## src/lsu_pkg.sv

```systemverilog
`default_nettype none

package lsu_pkg;

   localparam int xlen  = 32;             // data and address width.
   localparam int cnt_w = $clog2(xlen);   // one count per serial bit.

   // one memory instruction as handed over by the core.
   typedef struct packed {
      logic            is_store;
      logic [2:0]      funct3;            // riscv width and sign code.
      logic [xlen-1:0] rs1;
      logic [xlen-1:0] imm;
      logic [xlen-1:0] rs2;
   } lsu_cmd_t;

   // completion, valid with the done pulse.
   typedef struct packed {
      logic [xlen-1:0] rd;                // zero for stores and traps.
      logic            misalign;
   } lsu_rsp_t;

   // master to slave.
   typedef struct packed {
      logic [xlen-1:0] adr;
      logic [xlen-1:0] dat;
      logic [3:0]      sel;
      logic            we;
      logic            cyc;
   } wb_req_t;

   // slave to master.
   typedef struct packed {
      logic [xlen-1:0] rdt;
      logic            ack;
   } wb_rsp_t;

endpackage

`default_nettype wire
```

## src/lsu_top.sv

```systemverilog
`timescale 1ns/1ps
`default_nettype none

module lsu_top
   import lsu_pkg::*;
(
   input  wire           i_clk,
   input  wire           i_rst_n,
   input  wire lsu_cmd_t i_cmd,
   input  wire           i_cmd_valid,
   output logic          o_busy,
   output logic          o_done,
   output lsu_rsp_t      o_rsp,
   output wb_req_t       o_wb,
   input  wire wb_rsp_t  i_wb
);

   logic       en;
   logic       init;
   logic [1:0] bytecnt;
   logic [2:0] funct3;
   logic       we;
   logic       rs1;
   logic       rs2;
   logic       imm;
   logic       rd;
   logic       misalign;
   logic       ack_seen;

   lsu_seq u_seq (
      .i_clk       (i_clk),
      .i_rst_n     (i_rst_n),
      .i_cmd       (i_cmd),
      .i_cmd_valid (i_cmd_valid),
      .o_busy      (o_busy),
      .o_done      (o_done),
      .o_rsp       (o_rsp),
      .o_en        (en),
      .o_init      (init),
      .o_bytecnt   (bytecnt),
      .o_funct3    (funct3),
      .o_we        (we),
      .o_rs1       (rs1),
      .o_rs2       (rs2),
      .o_imm       (imm),
      .i_rd        (rd),
      .i_misalign  (misalign),
      .i_ack_seen  (ack_seen)
   );

   lsu_mem_if u_mem_if (
      .i_clk      (i_clk),
      .i_rst_n    (i_rst_n),
      .i_en       (en),
      .i_init     (init),
      .i_bytecnt  (bytecnt),
      .i_funct3   (funct3),
      .i_we       (we),
      .i_rs1      (rs1),
      .i_rs2      (rs2),
      .i_imm      (imm),
      .o_rd       (rd),
      .o_misalign (misalign),
      .o_ack_seen (ack_seen),
      .o_wb       (o_wb),
      .i_wb       (i_wb)
   );

endmodule

`default_nettype wire

```

## src/lsu_seq.sv

```systemverilog
`timescale 1ns/1ps
`default_nettype none

module lsu_seq
   import lsu_pkg::*;
(
   input  wire           i_clk,
   input  wire           i_rst_n,
   input  wire lsu_cmd_t i_cmd,
   input  wire           i_cmd_valid,
   output logic          o_busy,
   output logic          o_done,
   output lsu_rsp_t      o_rsp,
   output logic          o_en,
   output logic          o_init,
   output logic [1:0]    o_bytecnt,
   output logic [2:0]    o_funct3,
   output logic          o_we,
   output logic          o_rs1,
   output logic          o_rs2,
   output logic          o_imm,
   input  wire           i_rd,
   input  wire           i_misalign,
   input  wire           i_ack_seen
);

   typedef enum logic [1:0] {
      st_idle,
      st_init,
      st_wait,
      st_read
   } state_t;

   state_t           state;
   logic [cnt_w-1:0] cnt;
   logic             last;
   logic             accept;
   logic             done_r;
   logic             mis_r;

   logic [xlen-1:0]  rs1_sr;
   logic [xlen-1:0]  imm_sr;
   logic [xlen-1:0]  rs2_sr;
   logic [xlen-1:0]  rd_sr;
   logic [2:0]       funct3_r;
   logic             we_r;

   assign accept = i_cmd_valid & (state == st_idle);   // strobes while busy drop.
   assign last   = (cnt == cnt_w'(xlen - 1));

   always_ff @(posedge i_clk) begin
      if (!i_rst_n) begin
         state  <= st_idle;
         cnt    <= '0;
         done_r <= 1'b0;
         mis_r  <= 1'b0;
      end else begin
         done_r <= 1'b0;
         case (state)
            st_idle: begin
               if (i_cmd_valid) begin
                  state <= st_init;
                  cnt   <= '0;
                  mis_r <= 1'b0;
               end
            end
            st_init: begin
               cnt <= cnt + 1'b1;                        // wraps to zero for read.
               if (last) begin
                  if (i_misalign) begin
                     mis_r  <= 1'b1;
                     done_r <= 1'b1;
                     state  <= st_idle;
                  end else begin
                     state <= st_wait;
                  end
               end
            end
            st_wait: begin
               if (i_ack_seen) begin
                  if (we_r) begin
                     done_r <= 1'b1;
                     state  <= st_idle;
                  end else begin
                     state <= st_read;
                  end
               end
            end
            st_read: begin
               cnt <= cnt + 1'b1;
               if (last) begin
                  done_r <= 1'b1;
                  state  <= st_idle;
               end
            end
            default: state <= st_idle;
         endcase
      end
   end

   // operands go out lsb first, load bits come back lsb first.
   always_ff @(posedge i_clk) begin
      if (accept) begin
         rs1_sr   <= i_cmd.rs1;
         imm_sr   <= i_cmd.imm;
         rs2_sr   <= i_cmd.rs2;
         funct3_r <= i_cmd.funct3;
         we_r     <= i_cmd.is_store;
         rd_sr    <= '0;
      end else begin
         if (state == st_init) begin
            rs1_sr <= {1'b0, rs1_sr[xlen-1:1]};
            imm_sr <= {1'b0, imm_sr[xlen-1:1]};
            rs2_sr <= {1'b0, rs2_sr[xlen-1:1]};
         end
         if (state == st_read) begin
            rd_sr <= {i_rd, rd_sr[xlen-1:1]};
         end
      end
   end

   assign o_busy    = (state != st_idle);
   assign o_done    = done_r;
   assign o_rsp     = '{rd: rd_sr, misalign: mis_r};
   assign o_en      = (state == st_init) | (state == st_read);
   assign o_init    = (state == st_init);
   assign o_bytecnt = cnt[cnt_w-1 -: 2];                 // current byte of the word.
   assign o_funct3  = funct3_r;
   assign o_we      = we_r;
   assign o_rs1     = rs1_sr[0];
   assign o_rs2     = rs2_sr[0];
   assign o_imm     = imm_sr[0];

endmodule

`default_nettype wire

```

## src/lsu_mem_if.sv

```systemverilog
`timescale 1ns/1ps
`default_nettype none

module lsu_mem_if
   import lsu_pkg::*;
(
   input  wire          i_clk,
   input  wire          i_rst_n,
   input  wire          i_en,
   input  wire          i_init,
   input  wire  [1:0]   i_bytecnt,
   input  wire  [2:0]   i_funct3,
   input  wire          i_we,
   input  wire          i_rs1,
   input  wire          i_rs2,
   input  wire          i_imm,
   output logic         o_rd,
   output logic         o_misalign,
   output logic         o_ack_seen,
   output wb_req_t      o_wb,
   input  wire wb_rsp_t i_wb
);

   logic            sum;
   logic            init_r;
   logic            init_2r;
   logic [1:0]      misalign_r;
   logic            cyc_r;
   logic [xlen-1:0] adr_r;
   logic [1:0]      bytepos;
   logic [3:0][7:0] lane;
   logic            signbit;

   logic            is_word;
   logic            is_half;
   logic            is_byte;
   logic            is_signed;
   logic            first_bit;
   logic            second_bit;
   logic            init_done;
   logic [1:0]      dat_sel;
   logic            dat_valid;
   logic            dat_cur;
   logic [3:0]      wr_en;
   logic [3:0]      rd_en;
   logic [3:0]      lane_en;
   logic [3:0]      sel;

   ser_add u_adr_add (
      .i_clk   (i_clk),
      .i_rst_n (i_rst_n),
      .i_clr   (~i_init),
      .i_a     (i_rs1),
      .i_b     (i_imm),
      .o_q     (sum)
   );

   assign is_word   = i_funct3[1];
   assign is_half   = i_funct3[0] & ~i_funct3[1];
   assign is_byte   = ~|i_funct3[1:0];
   assign is_signed = ~i_funct3[2];

   assign first_bit  = i_init & ~init_r;              // address bit 0 on sum.
   assign second_bit = i_init & init_r & ~init_2r;    // address bit 1 on sum.
   assign init_done  = init_r & ~i_init;

   assign o_misalign = |misalign_r;
   assign o_ack_seen = cyc_r & i_wb.ack;

   always_ff @(posedge i_clk) begin
      if (!i_rst_n) begin
         init_r     <= 1'b0;
         init_2r    <= 1'b0;
         misalign_r <= 2'b00;
         cyc_r      <= 1'b0;
      end else begin
         init_r  <= i_init;
         init_2r <= init_r;
         if (!i_en) begin
            misalign_r <= 2'b00;
         end else if (first_bit) begin
            misalign_r[0] <= ~is_byte & sum;
         end else if (second_bit) begin
            misalign_r[1] <= is_word & sum;
         end
         if (o_ack_seen) begin
            cyc_r <= 1'b0;
         end else if (init_done && !o_misalign) begin
            cyc_r <= 1'b1;
         end
      end
   end

   // store lanes fill so that narrow data ends up replicated.
   always_comb begin
      wr_en[0] = (i_bytecnt == 2'd0);
      wr_en[1] = (i_bytecnt == 2'd0) | ((i_bytecnt == 2'd1) & ~is_byte);
      wr_en[2] = (i_bytecnt == 2'd0) | ((i_bytecnt == 2'd2) & is_word);
      wr_en[3] = (i_bytecnt == 2'd0)
               | ((i_bytecnt == 2'd1) & is_half)
               | ((i_bytecnt == 2'd3) & is_word);
   end

   assign dat_sel   = i_bytecnt[1] ? i_bytecnt : (i_bytecnt | bytepos);
   assign dat_valid = is_word | (i_bytecnt == 2'd0) | (is_half & ~i_bytecnt[1]);
   assign dat_cur   = lane[dat_sel][0];
   assign rd_en     = 4'b0001 << dat_sel;
   assign lane_en   = i_init ? wr_en : (i_en ? rd_en : 4'b0000);

   assign o_rd = dat_valid ? dat_cur : (signbit & is_signed);   // extend past width.

   always_ff @(posedge i_clk) begin
      if (i_init) begin
         adr_r <= {sum, adr_r[xlen-1:1]};
      end
      if (first_bit) begin
         bytepos[0] <= sum;
      end
      if (second_bit) begin
         bytepos[1] <= sum;
      end
      for (int k = 0; k < 4; k++) begin
         if (lane_en[k]) begin
            lane[k] <= {i_rs2, lane[k][7:1]};
         end
      end
      if (o_ack_seen && !i_we) begin
         lane <= i_wb.rdt;                          // load data lands here.
      end
      if (i_en && dat_valid) begin
         signbit <= dat_cur;
      end
   end

   always_comb begin
      if (is_word) begin
         sel = 4'b1111;
      end else if (is_half) begin
         sel = {{2{bytepos[1]}}, {2{~bytepos[1]}}};
      end else begin
         sel = 4'b0001 << bytepos;
      end
   end

   assign o_wb = '{adr: adr_r, dat: lane, sel: sel, we: i_we, cyc: cyc_r};

endmodule

`default_nettype wire

```

## src/ser_add.sv

```systemverilog
`timescale 1ns/1ps
`default_nettype none

module ser_add (
   input  wire  i_clk,
   input  wire  i_rst_n,
   input  wire  i_clr,
   input  wire  i_a,
   input  wire  i_b,
   output logic o_q
);

   logic carry;
   logic carry_nxt;

   assign o_q       = i_a ^ i_b ^ carry;                          // sum bit.
   assign carry_nxt = (i_a & i_b) | (i_a & carry) | (i_b & carry);

   // carry starts from zero for each new operand pair.
   always_ff @(posedge i_clk) begin
      if (!i_rst_n) begin
         carry <= 1'b0;
      end else if (i_clr) begin
         carry <= 1'b0;
      end else begin
         carry <= carry_nxt;
      end
   end

endmodule

`default_nettype wire

```

## config.mk

```make
export PLATFORM = sky130hd
export DESIGN_NAME = lsu_top
export DESIGN_NICKNAME = d
export VERILOG_FILES = /design/src/lsu_pkg.sv /design/src/lsu_top.sv /design/src/lsu_seq.sv /design/src/lsu_mem_if.sv /design/src/ser_add.sv
export SDC_FILE = /design/constraint.sdc
export NUM_CORES = 1
export LEC_CHECK = 0
export BUFFER_PORTS_ARGS = -buffer_cell sky130_fd_sc_hd__buf_2
export CAP_MARGIN = 10
export CORE_AREA = 2 2 164 166
export CTS_BUF_LIST = sky130_fd_sc_hd__clkbuf_16
export DETAILED_ROUTE_END_ITERATION = 16
export DIE_AREA = 0 0 166 168
export PLACE_DENSITY_LB_ADDON = 0.25
export SYNTH_ARGS = -nofsm -noshare
export SYNTH_HDL_FRONTEND = slang
export SYNTH_SLANG_ARGS = --single-unit
```

## constraint.sdc

```tcl
create_clock -name i_clk -period 5.2 [get_ports i_clk]
set_clock_uncertainty 0.15 [all_clocks]
set_input_delay 0.26 -clock i_clk [delete_from_list [all_inputs] [get_ports i_clk]]
set_output_delay 0.26 -clock i_clk [all_outputs]
set_load 0.05 [all_outputs]
```

* Word level (Yosys, flattened, before mapping) *
Index checks and enable logic that the tools add are counted.

operators by class
  add/sub/neg operators = 1
  magnitude comparators = 1
  eq/ne operators = 12
  shift-type cells = 2
  mux-type cells = 38
  bitwise gates (word level) = 39
  reduce and logical (&&, ||, !) cells = 25

operators by type and width
  operator                                                                count
  32-bit two-way mux                                                      7
  8-bit two-way mux                                                       4
  1-bit AND                                                               18
  8-bit binary-select mux with 2-bit select                               1
  4-bit two-way mux                                                       4
  2-bit nonzero test                                                      8
  2-bit two-way mux                                                       7
  1-bit two-way mux                                                       10
  5-bit case mux with 2 select lines                                      1
  1-bit inverter                                                          9
  1-bit OR                                                                9
  2-bit equality test (second input constant)                             4
  2-bit case mux with 4 select lines                                      1
  2-bit AND reduction                                                     4
  4-bit AND reduction                                                     2
  2-bit OR reduction                                                      4
  1-bit by 2-bit << shifter with 4-bit output (first input constant)      2
  2-bit != test (second input constant)                                   3
  5-bit by 1-bit adder with 5-bit output (second input constant)          1
  5-bit equality test (second input constant)                             1
  5-bit two-way mux                                                       1
  2-bit by 1-bit equality test with 1-bit output (second input constant)  2
  2-bit zero test                                                         2
  2-bit by 1-bit != test with 1-bit output (second input constant)        2
  other kinds (7)                                                         11

word-level totals
  bits in registers = 214
  bits of input ports = 136
  output and inout port bits = 105

* Logic depth before layout (Yosys ltp) *
Gate-level depths: netlist of the first run.

  depth after elaboration = 8
  mapped depth = 8
  gate-level depth less buffers = 7

* By module *
A second synthesis of the first run with hierarchy kept.

second synthesis, totals
  cell total of the unflattened synthesis = 590
  area, all modules = 8,763.4 um2

by module, submodules not included
  module      times used  cells an instance  area an instance (um2)  sequential area each (um2)
  lsu_seq     1           410                5,783.0                 3,823.7
  lsu_mem_if  1           177                2,931.6                 2,112.0
  ser_add     1           3                  48.8                    20.0

* Least setup slack after synthesis of the first run *
No wires, ideal clock.

  path type = reg-to-reg
  start = register u_seq.state[1]
  end = register u_seq.imm_sr[0], enable pin
  data arrival time = 3.120 ns
  slack = 1.473 ns
  stages on the path, launching flop included = 7
  buffers on the path = 3
  cell sequence = dfxtp_1 nand2b_4 nand2b_1 buf_4 buf_4 buf_4 nand2_1

between the ends
  cells in the longest elaborated chain, start to end = 3
  elaborated cells between the ends (all ways) = 4
  classes of those cells = eq/ne: 1; bitwise: 1; reduce/logical: 2

RTL lines
  element                         RTL line        source
  start: declaration              lsu_seq.sv:34   state_t state;
  start signal: assignment        lsu_seq.sv:53   state <= st_idle;
  start signal: assignment        lsu_seq.sv:62   state <= st_init;
  start signal: assignment        lsu_seq.sv:73   state <= st_idle;
  2-bit zero test                 lsu_seq.sv:48   assign accept = i_cmd_valid & (state == st_idle);
  1-bit AND                       lsu_seq.sv:48
  2-bit nonzero test (no line) *  --
  end signal: assignment          lsu_seq.sv:105  imm_sr <= i_cmd.imm;
  end signal: assignment          lsu_seq.sv:113  imm_sr <= {1'b0, imm_sr[xlen-1:1]};
  end: declaration                lsu_seq.sv:42   logic [xlen-1:0] imm_sr;

Mark *: on every way between the ends. The rest lies on a longest branch, timed or not.
A chain may end at the register's enable or synchronous reset.

* Worst setup path after layout of the first run *
  start = register u_seq.state[0]
  end = register u_mem_if.lane, in the netlist u_mem_if.o_wb[15], enable pin

between the ends
  cells in the longest elaborated chain, start to end = 5
  elaborated cells between the ends (all ways) = 6
  classes of those cells = eq/ne: 2; mux: 2; bitwise: 1; reduce/logical: 1

RTL lines
  element                                           RTL line           source
  2-bit by 1-bit equality test with 1-bit output *  lsu_seq.sv:126     assign o_init = (state == st_init);
  net init                                          lsu_top.sv:19      logic init;
  1-bit OR                                          lsu_seq.sv:125     assign o_en = (state == st_init) | (state == st_read);
  4-bit two-way mux                                 lsu_mem_if.sv:108  assign lane_en = i_init ? wr_en : (i_en ? rd_en : 4'b0000);
  4-bit two-way mux *                               lsu_mem_if.sv:108
  2-bit nonzero test (no line) *                    --
  end signal: indexed assignment                    lsu_mem_if.sv:124  lane[k] <= {i_rs2, lane[k][7:1]};
  end signal: assignment                            lsu_mem_if.sv:128  lane <= i_wb.rdt;
  end: declaration                                  lsu_mem_if.sv:31   logic [3:0][7:0] lane;

Mark *: on every way through the listed nets, which the timed path passes. The rest lies on a longest branch.

==> run summary, run 1 <==
The per-instance average area after synthesis was 10.3 um2. The number of top-level pins was 241; the areal power density over the cells was 346 nW/um2. The area taken by multi-input logic gates came out at 2490 um2.

The repair_antennas step left the layout with diodes totalling 0. Clock-pin slew was measured on the worst setup and hold paths at 0.06 ns. The final routed wire length divided by cell count was 14.1 um; the max capacitance violation total was 0. Counting flops with a built-in enable in the synthesized netlist gives 167. Summing all placed instances gives a cell area of 10200 um2. The tools report the endpoint type of the worst setup path as a flop. Routability-driven placement finished with a final weighted congestion of 0.766.

The count of buffers added by post-CTS timing repair for setup is 0. The worst min-delay path category is input pin to flop. The most numerous cell in the Yosys netlist is nand2_1.

Setup repair after global routing left no endpoint under its margin. The total half-perimeter wirelength after legalization and detailed placement is 13800 um. The worst path in the final design needs a cycle of 2.88 ns, including I/O delays and setup.

The logs give 60 for the number of core rows and 195 uV for the maximum VDD drop. The required time of the critical path was 5.17 ns; the simple-gate share of the synthesized area was 22.8%. The final routed DRC violation total is 0. The largest area contributor in the synthesized netlist is edfxtp_1. The floorplan step defined a die boundary enclosing 27900 um2.

In this run the tightest slew margin relative to its limit is 30.6%. In this run the deepest clock path goes through 3 buffers. The actual slew at the worst max-slew pin is 1.04 ns.

After synthesis, flip-flops and latches occupy 68.0% of the total area. The run gives 33.2% as the effective utilization at floorplan. The worst setup path is launched from a flop. In the synthesized netlist the dominant register cell turns out to be edfxtp_1. The run finished with clean final reports.

The logs give 1 for the H-tree depth and 426 for the number of design-rule violations left by the first detailed-router iteration. After the last flow step, the layout net total stands at 1348. Summing the areas of all compound-gate instances in the mapped netlist gives 4.51% of the synthesized area. In this run the vertical extent of the chip is 168 um. The quantity of I/O buffers inserted on ports is 240, and the clock insertion delay at the later pin of the skew report is 0.51 ns. Using the TritonRoute via totals, the vias-per-cell ratio works out to 4.58. The largest incremental delay on the critical path is 0.77 ns.

The commonest cells after synthesis are nand2_1 (452), edfxtp_1 (167), dfxtp_1 (47). The tools report the number of vias after detailed routing as 7151. The number of antenna violations at the first check in global routing is 0, and the proportion of netlist area held by the largest area contributor is 57.2%. The total of warnings raised by yosys was 0.

The final design area excluding fillers was 12300 um2; the adder-cell area share of the yosys netlist was 0.657%. Of all nets on the critical path, the largest fanout is 34. The remaining antenna violation count after routing was 0; the synthesis-to-finish area growth was 40.2%. Hold timing on the final database bottoms out at a slack of 0.108 ns. Global routing consumed, over all layers together, 15.6% of the routing resources. Of the total synthesized cell area, the portion taken by XOR and XNOR cells is 0.200%.

Post-synthesis net count: 989. On the critical path the largest part of the delay comes from compound AO/OA/AOI/OAI gates. For the number of max-slew violations in the final report, the log shows 0. The signal on the critical path passes through nand2b_1 -> inv_1 -> buf_4 -> a2bb2oi_1 -> o21ai_0.

For this design the static power due to leakage is 5.49 nW. Entering global routing, the biggest net connects 99 pins. The global route total overflow was 0.

The tools report the origin of the worst setup path as u_seq.state[0]$_SDFFE_PN0P_. Among all stages on the critical path, the largest delay is contributed by o21ai_0. Yosys attributes the largest share of cell area to edfxtp_1 (57%), nand2_1 (19%), dfxtp_1 (11%). The core region is 26400 um2. The synthesized design contains 214 register bits.

The worst setup path is of the flop to flop kind. Clock tree synthesis found a total of 214 sinks. After synthesis, the share of flip-flops with an asynchronous set or reset is 0%.

The instance count of the mapped netlist is 849, and the global-route wire length before repair is 35800 um. The logs give 8760 um2 for the cell area after synthesis and 0 for the final-report setup violation count. In this run the most critical hold path is launched from i_cmd_valid. The buffer type at the clock tree root is clkbuf_16. TritonCTS built the clock tree. The area used by sequential logic in the layout was 5960 um2; the worst path buffer plus inverter count was 2. For this block, the routed nets add up to 22100 um of wire.

Derived from the worst setup path, the maximum achievable clock frequency is 347 MHz. The synthesized netlist contains 41 unique library cells. After filler insertion, the fill cell instance count of the layout stands at 2468.

The post-layout utilization of the core is 46.6%. The multiplexer share of the synthesized area came out at 0.114%. The x dimension of the die works out to 166 um.

Arrival time of data at the critical path endpoint: 2.86 ns. The worst register-to-register path begins at u_seq.state[0]$_SDFFE_PN0P_. The run gives 6893 as the number of global-route vias before repair. In the finished design, the share of the clock period the worst path needs comes to 55.4%.

The final-report hold violation count came out at 0. Share of post-route cells with drive strength above 1: 23.6%. The number of clock buffers added by TritonCTS is 25. The run gives 0 ns as the summed negative setup slack over all endpoints. Largest family of logic cells by synthesized area: simple AND/OR/NAND/NOR gates. The number of iterations in the first detailed-routing pass is 5.
repair_timing:
action / CTS / global route
hold buffers: 135 / 0
endpoints found under the hold margin: 145 / 0
gates resized for setup: 0 / 0
endpoints found under the setup margin: 0 / 0
logic make-up after synthesis:
group | Yosys count
AO/OA/AOI/OAI | 68
XOR/XNOR | 2
adder cells (fa/ha/maj) | 4
buffers and inverters | 60
flip-flops | 214
multiplexers | 1
AND/OR/NAND/NOR | 500
state kept, by name, indices dropped and copies added, names as in the netlist:
signal / count
u_mem_if.adr_r: 32
u_mem_if.bytepos: 2
u_mem_if.cyc_r: 1
u_mem_if.init_2r: 1
u_mem_if.init_r: 1
u_mem_if.misalign_r: 2
u_mem_if.o_wb: 32
u_mem_if.signbit: 1
u_mem_if.u_adr_add.carry: 1
u_seq.cnt: 5
u_seq.imm_sr: 32
u_seq.mis_r: 1
u_seq.o_done: 1
u_seq.o_funct3: 3
u_seq.o_we: 1
u_seq.rd_sr: 32
u_seq.rs1_sr: 32
u_seq.rs2_sr: 32
u_seq.state: 2
placed cells by master (no fill, tap or decap), types with 2 or more instances in the layout:
master and count:
a21o_1 2, o21bai_1 3, a21oi_1 37, or2_2 2, nor2_1 5, dlygate4sd3_1 135
nand3_1 4, clkinv_2 3, nand2b_4 2, nor2b_1 5, and3_1 2, inv_1 14
buf_2 240, dfxtp_1 47, o21ai_0 12, a31oi_1 3, clkbuf_16 28, edfxtp_1 167
o311ai_0 3, ha_1 3, nand2b_1 5, nor3b_1 3, clkinv_1 2, nand2_1 451
inv_4 2, buf_4 7, and2_1 15
path summary, 6_finish.rpt:
path	to	slack, ns	cells after the start
hold / removal	u_seq.cnt[4]$_SDFFE_PN0P_	0.11	5
hold reg to reg	u_mem_if.adr_r[28]$_DFFE_PP_	0.29	0
setup / recovery	u_mem_if.o_wb[15]$_DFFE_PP_	2.32	5
setup reg to reg	u_mem_if.o_wb[15]$_DFFE_PP_	2.32	5
cell type report:
class / instances / share of cell area [%]
clock buffer: 28 / 5.70
sequential: 214 / 48.5
timing repair buffer: 382 / 21.2
multi-input combinational: 575 / 20.3
clock inverter: 13 / 0.519
tap: 341 / 3.47
inverter: 10 / 0.326
worst reg2reg max path: cells and delay by family, from the launching register on:
| family | cells | cell delay (ns) |
|---|---|---|
| and+or+nand+nor | 1 | 0.31 |
| buffers and inverters | 2 | 0.48 |
| DFF | 1 | 0.67 |
| AOI/OAI and AO/OA | 2 | 0.87 |
metrics by stage:
| stage | setup WS (ns) | cells | total power [W] |
|---|---|---|---|
| after global routing | 1.97 | 1563 | 0.00444 |
| after floorplan | 1.47 | 849 | 0.00243 |
| after global placement | 2.31 | 1387 | 0.00258 |
| after CTS | 2.26 | 1563 | 0.00431 |
| after detailed placement | 2.28 | 1387 | 0.00259 |
| final | 2.32 | 1563 | 0.00425 |
layer usage:
metal / vias up / part of all wire [%] / routed length [um] / GRT usage (%)
met1: 3340 / 44 / 9820 / 20.8
met2: 281 / 46 / 10200 / 25.7
li1: 3503 / - / - / -
met5: - / 0 / 0 / 0
met3: 27 / 7.9 / 1750 / 3.43
met4: 0 / 1.7 / 367 / 4.12
power by group:
group	internal, W	switching, W	leakage [nW]
combinational	0.000195	0.000344	3.07
clock	0.000956	0.000663	0.396
sequential	0.00203	0.0000566	2.02
total	0.00318	0.00106	5.49
No activity file was read; power rests on OpenSTA's default activity.
==> run 2, diff against run 1 <==
--- a/config.mk
+++ b/config.mk
@@ -5,6 +5,7 @@
 export SDC_FILE = /design/constraint.sdc
 export NUM_CORES = 1
 export LEC_CHECK = 0
+export ABC_AREA = 1
 export BUFFER_PORTS_ARGS = -buffer_cell sky130_fd_sc_hd__buf_2
 export CAP_MARGIN = 10
 export CORE_AREA = 2 2 164 166
==> constraint.sdc (replaced) <==
create_clock -name i_clk -period 2.7 [get_ports i_clk]
set_clock_uncertainty 0.15 [all_clocks]
set_input_delay 0.135 -clock i_clk [delete_from_list [all_inputs] [get_ports i_clk]]
set_output_delay 0.135 -clock i_clk [all_outputs]
set_load 0.05 [all_outputs]
==> run 2 against run 1 <==
First-iteration DRC count up 20%; clock-buffer cell count down 3; critical path depth up 2; clock power up 120%; global-route usage down 0.38 points; sequential share of layout area down 0.89 points; largest power group unchanged; design area up 1.9%; register-to-register slack worse by 1.9 ns; die area unchanged; synthesized area about the same; critical endpoint is now u_seq.imm_sr[22]$_DFFE_PP_; routed wire length down 0.33%.
==> run summary, run 2 <==
The run finished with clean final reports. The count of nets left with antenna violations once routing finished came out at 0. Leakage power of the design: 5.82 nW. The proportion of netlist area held by the largest area contributor works out to 57.3%. In the layout the commonest cells are nand2_1 (315), buf_2 (240), edfxtp_1 (167), dlygate4sd3_1 (134), inv_1 (64). The final routed DRC violation total came out at 0. Setup violations remaining at the end of the flow were counted as 0. For the number of global-route vias before repair, the log shows 6720. VDD sags by at most 988 uV. The count of filler cells inserted in the layout is 2388. For this block, the via count after detailed routing is 6922.

On the critical path, the stage with the largest delay is an instance of buf_4. Walking the worst path, the cells encountered are inv_4 -> nand2_2 -> nor2_4 -> buf_4 -> buf_4 -> nand2_1 -> nand2_1. The tools report the highest clock frequency the design can meet as 435 MHz. The min-delay analysis places its worst path in the category input pin to flop.

In the synthesized netlist the dominant register cell turns out to be edfxtp_1. The die covers 27900 um2. Type of origin of the critical path: a flop. The synthesis-to-finish area growth came out at 43.0%. For the pin with the worst max-slew slack, the measured transition is 0.646 ns. By area the synthesized netlist is led by edfxtp_1 (57%), nand2_1 (14%), dfxtp_1 (11%). The number of storage elements in the synthesis netlist is 214. The final routed wire length divided by cell count is 14.3 um. The tools report the H-tree depth as 1. For this design the ratio of total power to cell area is 1240 nW/um2.

The Yosys step of the flow raised 0 warnings. When the netlist entered floorplanning its net count stood at 947. TritonCTS built the clock tree. The quantity of I/O buffers inserted on ports is 240, and the post-route clock period utilization is 85.2%. Along the worst path, the maximum fanout reaches 66. The final-report hold violation count came out at 0.

The final critical delay including setup and external delays is 2.30 ns. The core area came out at 26400 um2. The commonest cells after synthesis are nand2_1 (316), edfxtp_1 (167), inv_1 (62). The total cell area at the placement stage came out at 10300 um2. The tools report the distinct cell type count of the synthesized netlist as 32. Of the synthesized area, sequential elements account for 68.0%. The die is 166 um wide. Before CTS, the worst setup slack after placement is 0.401 ns. The run gives 0.0155 W as the total power. For the number of design-rule violations left by the first detailed-router iteration, the log shows 510. For the summed negative setup slack over all endpoints, the log shows 0 ns. 241 I/O pins were placed. For the worst-skew pair, the clock arrives at the later sink with an insertion delay of 0.51 ns. For the worst setup path, the data required time is 2.92 ns. The worst-case clock buffer depth was 3; the number of antenna violations at the first check in global routing was 0.

Counting the buffers created by CTS gives 25. The finished cells cover 12500 um2. The final weighted congestion in routability-driven placement came out at 0.741.

The total number of nets in the final design is 1322, and the cell area after synthesis is 8750 um2. CTS saw 214 sinks. The tree is rooted in a clkbuf_16. Cells fill 47.5% of the core in the end. The initial utilization of the core area, before any placement, comes to 33.2%. The largest net degree at the start of global routing is 97.

The worst path meets setup with 0.399 ns of slack. The critical path is of the flop to flop type. The library cell used most frequently in the layout, excluding fill and tap cells, is nand2_1.

Endpoint type of the worst setup path: a flop. Global routing consumed, over all layers together, 15.2% of the routing resources. In the routed layout, each cell is associated on average with a via count of 4.49.

Most numerous cell in the Yosys netlist: nand2_1. Once the clock tree was built, the resizer swapped 0 gates to a different size. The per-instance average area after synthesis was 10.8 um2; the max capacitance violation total was 0. The number of synthesized flops with an enable pin works out to 167. Global route total overflow: 0. Summed over all layers, the routed wires come to 22000 um. Largest area contributor in the synthesized netlist: edfxtp_1. Clock-pin slew was measured on the worst setup and hold paths at 0.06 ns. Detailed placement finished with a half-perimeter wire length of 13800 um. STA puts the critical path data arrival time at 2.52 ns.

Before antenna repair, the detailed router went through 5 iterations. Setup repair after global routing left no endpoint under its margin. For the global-route wire length before repair, the log shows 34900 um. Row generation in the floorplan step produced 60 rows.

The post-route netlist has 27.3% of its cells at a drive strength greater than 1. Counting every instance in the synthesized netlist gives 807. Counting flops with an async set or reset pin after synthesis yields a share of 0%.

The height of the die was 168 um; the normalized max-slew margin was 56.9%. On the worst path, the slowest cell contributes a delay of 0.60 ns. The number of max-slew violations in the final report was 0. For the total inserted antenna cells, the log shows 0.
## run 2: metrics by stage
stage	std cells	hold WS [ns]
5_1_grt	1541	0.130
4_1_cts	1541	0.0706
3_5_place_dp	1362	0.170
2_1_floorplan	807	0.0826
3_3_place_gp	1362	0.169
6_report	1541	0.0873
## run 2: layer usage
layer  GRT usage (%)  wire length (um)
met5               0                 0
met4            3.40               435
met3            3.53              1660
met2            24.6              9920
met1            20.9             10000
## run 2: final timing paths
path	start	endpoint	slack, ns	cells past startpoint
worst min-delay path	i_cmd_valid	u_seq.mis_r$_SDFFE_PN0P_	0.09	6
worst max-delay path	u_seq.state[0]$_SDFFE_PN0P_	u_seq.imm_sr[22]$_DFFE_PP_	0.40	7
worst max register to register	u_seq.state[0]$_SDFFE_PN0P_	u_seq.imm_sr[22]$_DFFE_PP_	0.40	7
worst min register to register	u_mem_if.adr_r[27]$_DFFE_PP_	u_mem_if.adr_r[26]$_DFFE_PP_	0.30	0
## run 2: final cells by class
cell class	instances	area [um2]	share of cell area [%]
sequential	214	5960	47.6
timing repair buffer	385	2660	21.3
clock buffer	25	626	5.00
clock inverter	20	236	1.89
multi-input combinational	490	2350	18.8
inverter	66	253	2.02
tap	341	427	3.41
## run 2: repair_timing
action	CTS	global route
endpoints found under the setup margin	0	0
setup buffers	0	0
endpoints found under the hold margin	147	0
hold buffers	134	0
## run 2: cell families (layout without fill, tap and decap cells)
logic type | after synthesis | in the layout | share of synthesized area (%)
simple gates | 366 | 366 | 16.3
flops | 214 | 214 | 68.0
buf+inv | 103 | 496 | 5.15
compound gates | 92 | 92 | 6.30
mux | 28 | 28 | 3.60
fa+ha+maj | 4 | 4 | 0.658
## run 2: where the power goes
group	internal (W)	switching, W
clock network	0.00217	0.00136
logic	0.00152	0.00419
registers	0.00562	0.000627
## run 2: worst max-delay path, delay by kind of cell (launching register included)
kind / cells / cell delay (ns)
buffers and inverters: 3 / 1.08
flip-flops: 1 / 0.41
AND/OR/NAND/NOR: 4 / 0.47
==> run 3, diff against run 2 <==
--- a/config.mk
+++ b/config.mk
@@ -8,6 +8,8 @@
 export ABC_AREA = 1
 export BUFFER_PORTS_ARGS = -buffer_cell sky130_fd_sc_hd__buf_2
 export CAP_MARGIN = 10
+export CELL_PAD_IN_SITES_DETAIL_PLACEMENT = 1
+export CELL_PAD_IN_SITES_GLOBAL_PLACEMENT = 1
 export CORE_AREA = 2 2 164 166
 export CTS_BUF_LIST = sky130_fd_sc_hd__clkbuf_16
 export DETAILED_ROUTE_END_ITERATION = 16
==> run 3 against run 2 <==
Non-clock buffer count is 2 lower; power is 1.0% higher; sequential share of layout area hardly changed; critical path depth is 3 lower; combinational power is 1% higher; global-route usage is 2.4 points higher; critical path type is now flop to output pin; largest power group unchanged.
==> run summary, run 3 (synthesis results as in run 2) <==
The run finished with clean final reports. The synthesis-to-finish area growth is 43.1%, and the height of the die is 168 um. The post-route clock period utilization came out at 75.0%. Data on the critical path is required at its endpoint by 2.41 ns. Power comes to 0.0156 W. Setup repair after global routing left no endpoint under its margin. The tools report the die footprint as 27900 um2.

The first global-routing pass estimated 39900 um of wire. The tools report the largest net degree at the start of global routing as 110. The worst setup path is launched from a flop. VDD sags by at most 619 uV. The total internal power was 0.00927 W; the total number of nets in the final design was 1321. The count of buffers added by post-CTS timing repair for setup is 0, and the net switching share of the total power is 40.7%. The run gives 0 as the global route total overflow.

For the H-tree depth, the log shows 1. Global routing used 17.6% of the available tracks. Hold repair after CTS inserted 134 buffers.

The share of total power dissipated in the clock network is 22.9%. The leakage power of the design was 5.83 nW; the share of post-route cells with drive strength above 1 was 27.0%. Setup slack on the worst reg-to-reg path comes out at 0.68 ns. The root buffer cell chosen for the clock tree is clkbuf_16. The number of gates resized after CTS was 0; the final routed DRC violation total was 0.

Once detail routing completed, the nets flagged for antenna violations numbered 0. In this run, the number of DRC markers left after iteration 0 of detailed routing was 380. The pre-antenna-repair detailed-routing pass consisted of 4 iterations. In the routed layout, each cell is associated on average with a via count of 4.60. The routed layout has 7097 vias. Detailed placement ended at an HPWL of 14900 um. For the pin with the worst max-slew slack, the measured transition is 0.552 ns. Derived from the worst setup path, the maximum achievable clock frequency is 494 MHz.

The finished layout holds 1542 standard cells, fillers aside. The library cell used most frequently in the layout, excluding fill and tap cells, is nand2_1. Total inserted antenna cells: 0. The x dimension of the die is 166 um.

The worst setup path is captured at an output pin. The tools report the critical path endpoint as o_wb[4]. The worst min-delay path category is input pin to flop. Setup violations remaining at the end of the flow were counted as 0.

Pin placement for this block handled 241 I/O pins. Core area: 26400 um2. Origin of the worst setup path: u_seq.o_funct3[1]$_DFFE_PP_. The final-report hold violation count came out at 0. The reg-to-reg critical path endpoint is u_seq.rs1_sr[17]$_DFFE_PP_. TritonCTS built the clock tree. Post-placement cell count: 1360. The worst setup timing slack at the placement stage was 0.638 ns; the final critical delay including setup and external delays was 2.02 ns.

The share of total power dissipated in combinational logic is 37.0%. For this design the total switching power over the nets is 0.00637 W. The clock transition at the registers of the reported paths was 0.06 ns; the peak fanout along the critical path was 4. The quantity of I/O buffers inserted on ports was 240; the final weighted congestion in routability-driven placement was 0.768. Dividing total power by cell area gives a power density of 1250 nW/um2.

The logs give 0 for the number of antenna violations at the first check in global routing and 0.0705 ns for the worst hold slack across all endpoints. The number of cells on the worst reg-to-reg path was 6; the arrival time of data at the critical path endpoint was 1.74 ns. TritonCTS created 26 clock buffers. The tools report the total clock sinks as 214. Across all setup checks in the final design, the least slack found is 0.676 ns. The number of global-route vias before repair was 7482. The critical path is of the flop to output pin type.

After detailed routing, the total wire length is 25200 um. The number of max-slew violations in the final report was 0. The library cells used most frequently in the layout, excluding fill and tap cells, are nand2_1 (315), buf_2 (240), edfxtp_1 (167), dlygate4sd3_1 (134), inv_1 (68).

The effective utilization at floorplan was 33.2%. In this run the critical register-to-register path is launched from u_seq.state[0]$_SDFFE_PN0P_. In this run the deepest clock path goes through 3 buffers. In this run, flip-flops and latches consume 40.1% of the power. The run gives 0.53 ns as the clock insertion delay at the later pin of the skew report.

The final routed wire length divided by cell count was 16.3 um. The run gives 0 as the max capacitance violation total. The worst pin sits at a relative slew slack of 63.2%. The number of core rows was 60.
==> run 3: metrics by stage <==
stage                     utilization, %  area [um2]  setup TNS, ns
after global routing                47.5       12500              0
after global placement              39.1       10300              0
final                               47.5       12500              0
after CTS                           47.5       12500              0
after floorplan                        -        8760        -0.0932
after detailed placement            39.1       10300              0
==> run 3: cell type report <==
type	count	area (um2)
clock buffers	26	651
clock inverters	22	235
fillers	2930	13800
inverters	66	253
multi-input cells	490	2350
flip-flops and latches	214	5960
well taps	341	427
repair buffers	383	2650
==> run 3: worst min-delay path by stage <==
stage	start	to	slack [ns]	cells after the start
after floorplan	i_rst_n	u_mem_if.init_2r$_SDFF_PN0_	0.08	2
after global placement	i_cmd[98]	u_seq.o_funct3[2]$_DFFE_PP_	0.16	1
after detailed placement	i_cmd[96]	u_seq.o_funct3[0]$_DFFE_PP_	0.16	1
after CTS	i_cmd_valid	u_seq.mis_r$_SDFFE_PN0P_	0.06	7
after global routing	i_cmd_valid	u_seq.mis_r$_SDFFE_PN0P_	0.13	6
final	i_cmd_valid	u_seq.mis_r$_SDFFE_PN0P_	0.07	7
==> run 3: worst max-delay path: stages (launching register included) <==
cell and delay, ns:
edfxtp_1 0.43, nor2_1 0.23, nor2_1 0.07, o21ai_0 0.17
buf_2 0.30
==> run 3: metal layers <==
layer / GRT usage, % / vias up / routed length, um
met1: 22.0 / 3396 / 10800
met2: 30.5 / 235 / 12100
li1: - / 3420 / -
met3: 3.78 / 46 / 1640
met4: 5.52 / 0 / 661
met5: 0 / - / 0
==> run 3: power by group through the flow <==
stage                     clock network (W)  logic, W  registers, W
final                               0.00358   0.00579       0.00627
after global routing                0.00380   0.00631       0.00643
after CTS                           0.00368   0.00584       0.00627
after detailed placement                  0   0.00567       0.00631
after global placement                    0   0.00556       0.00628
after floorplan                           0   0.00233       0.00807
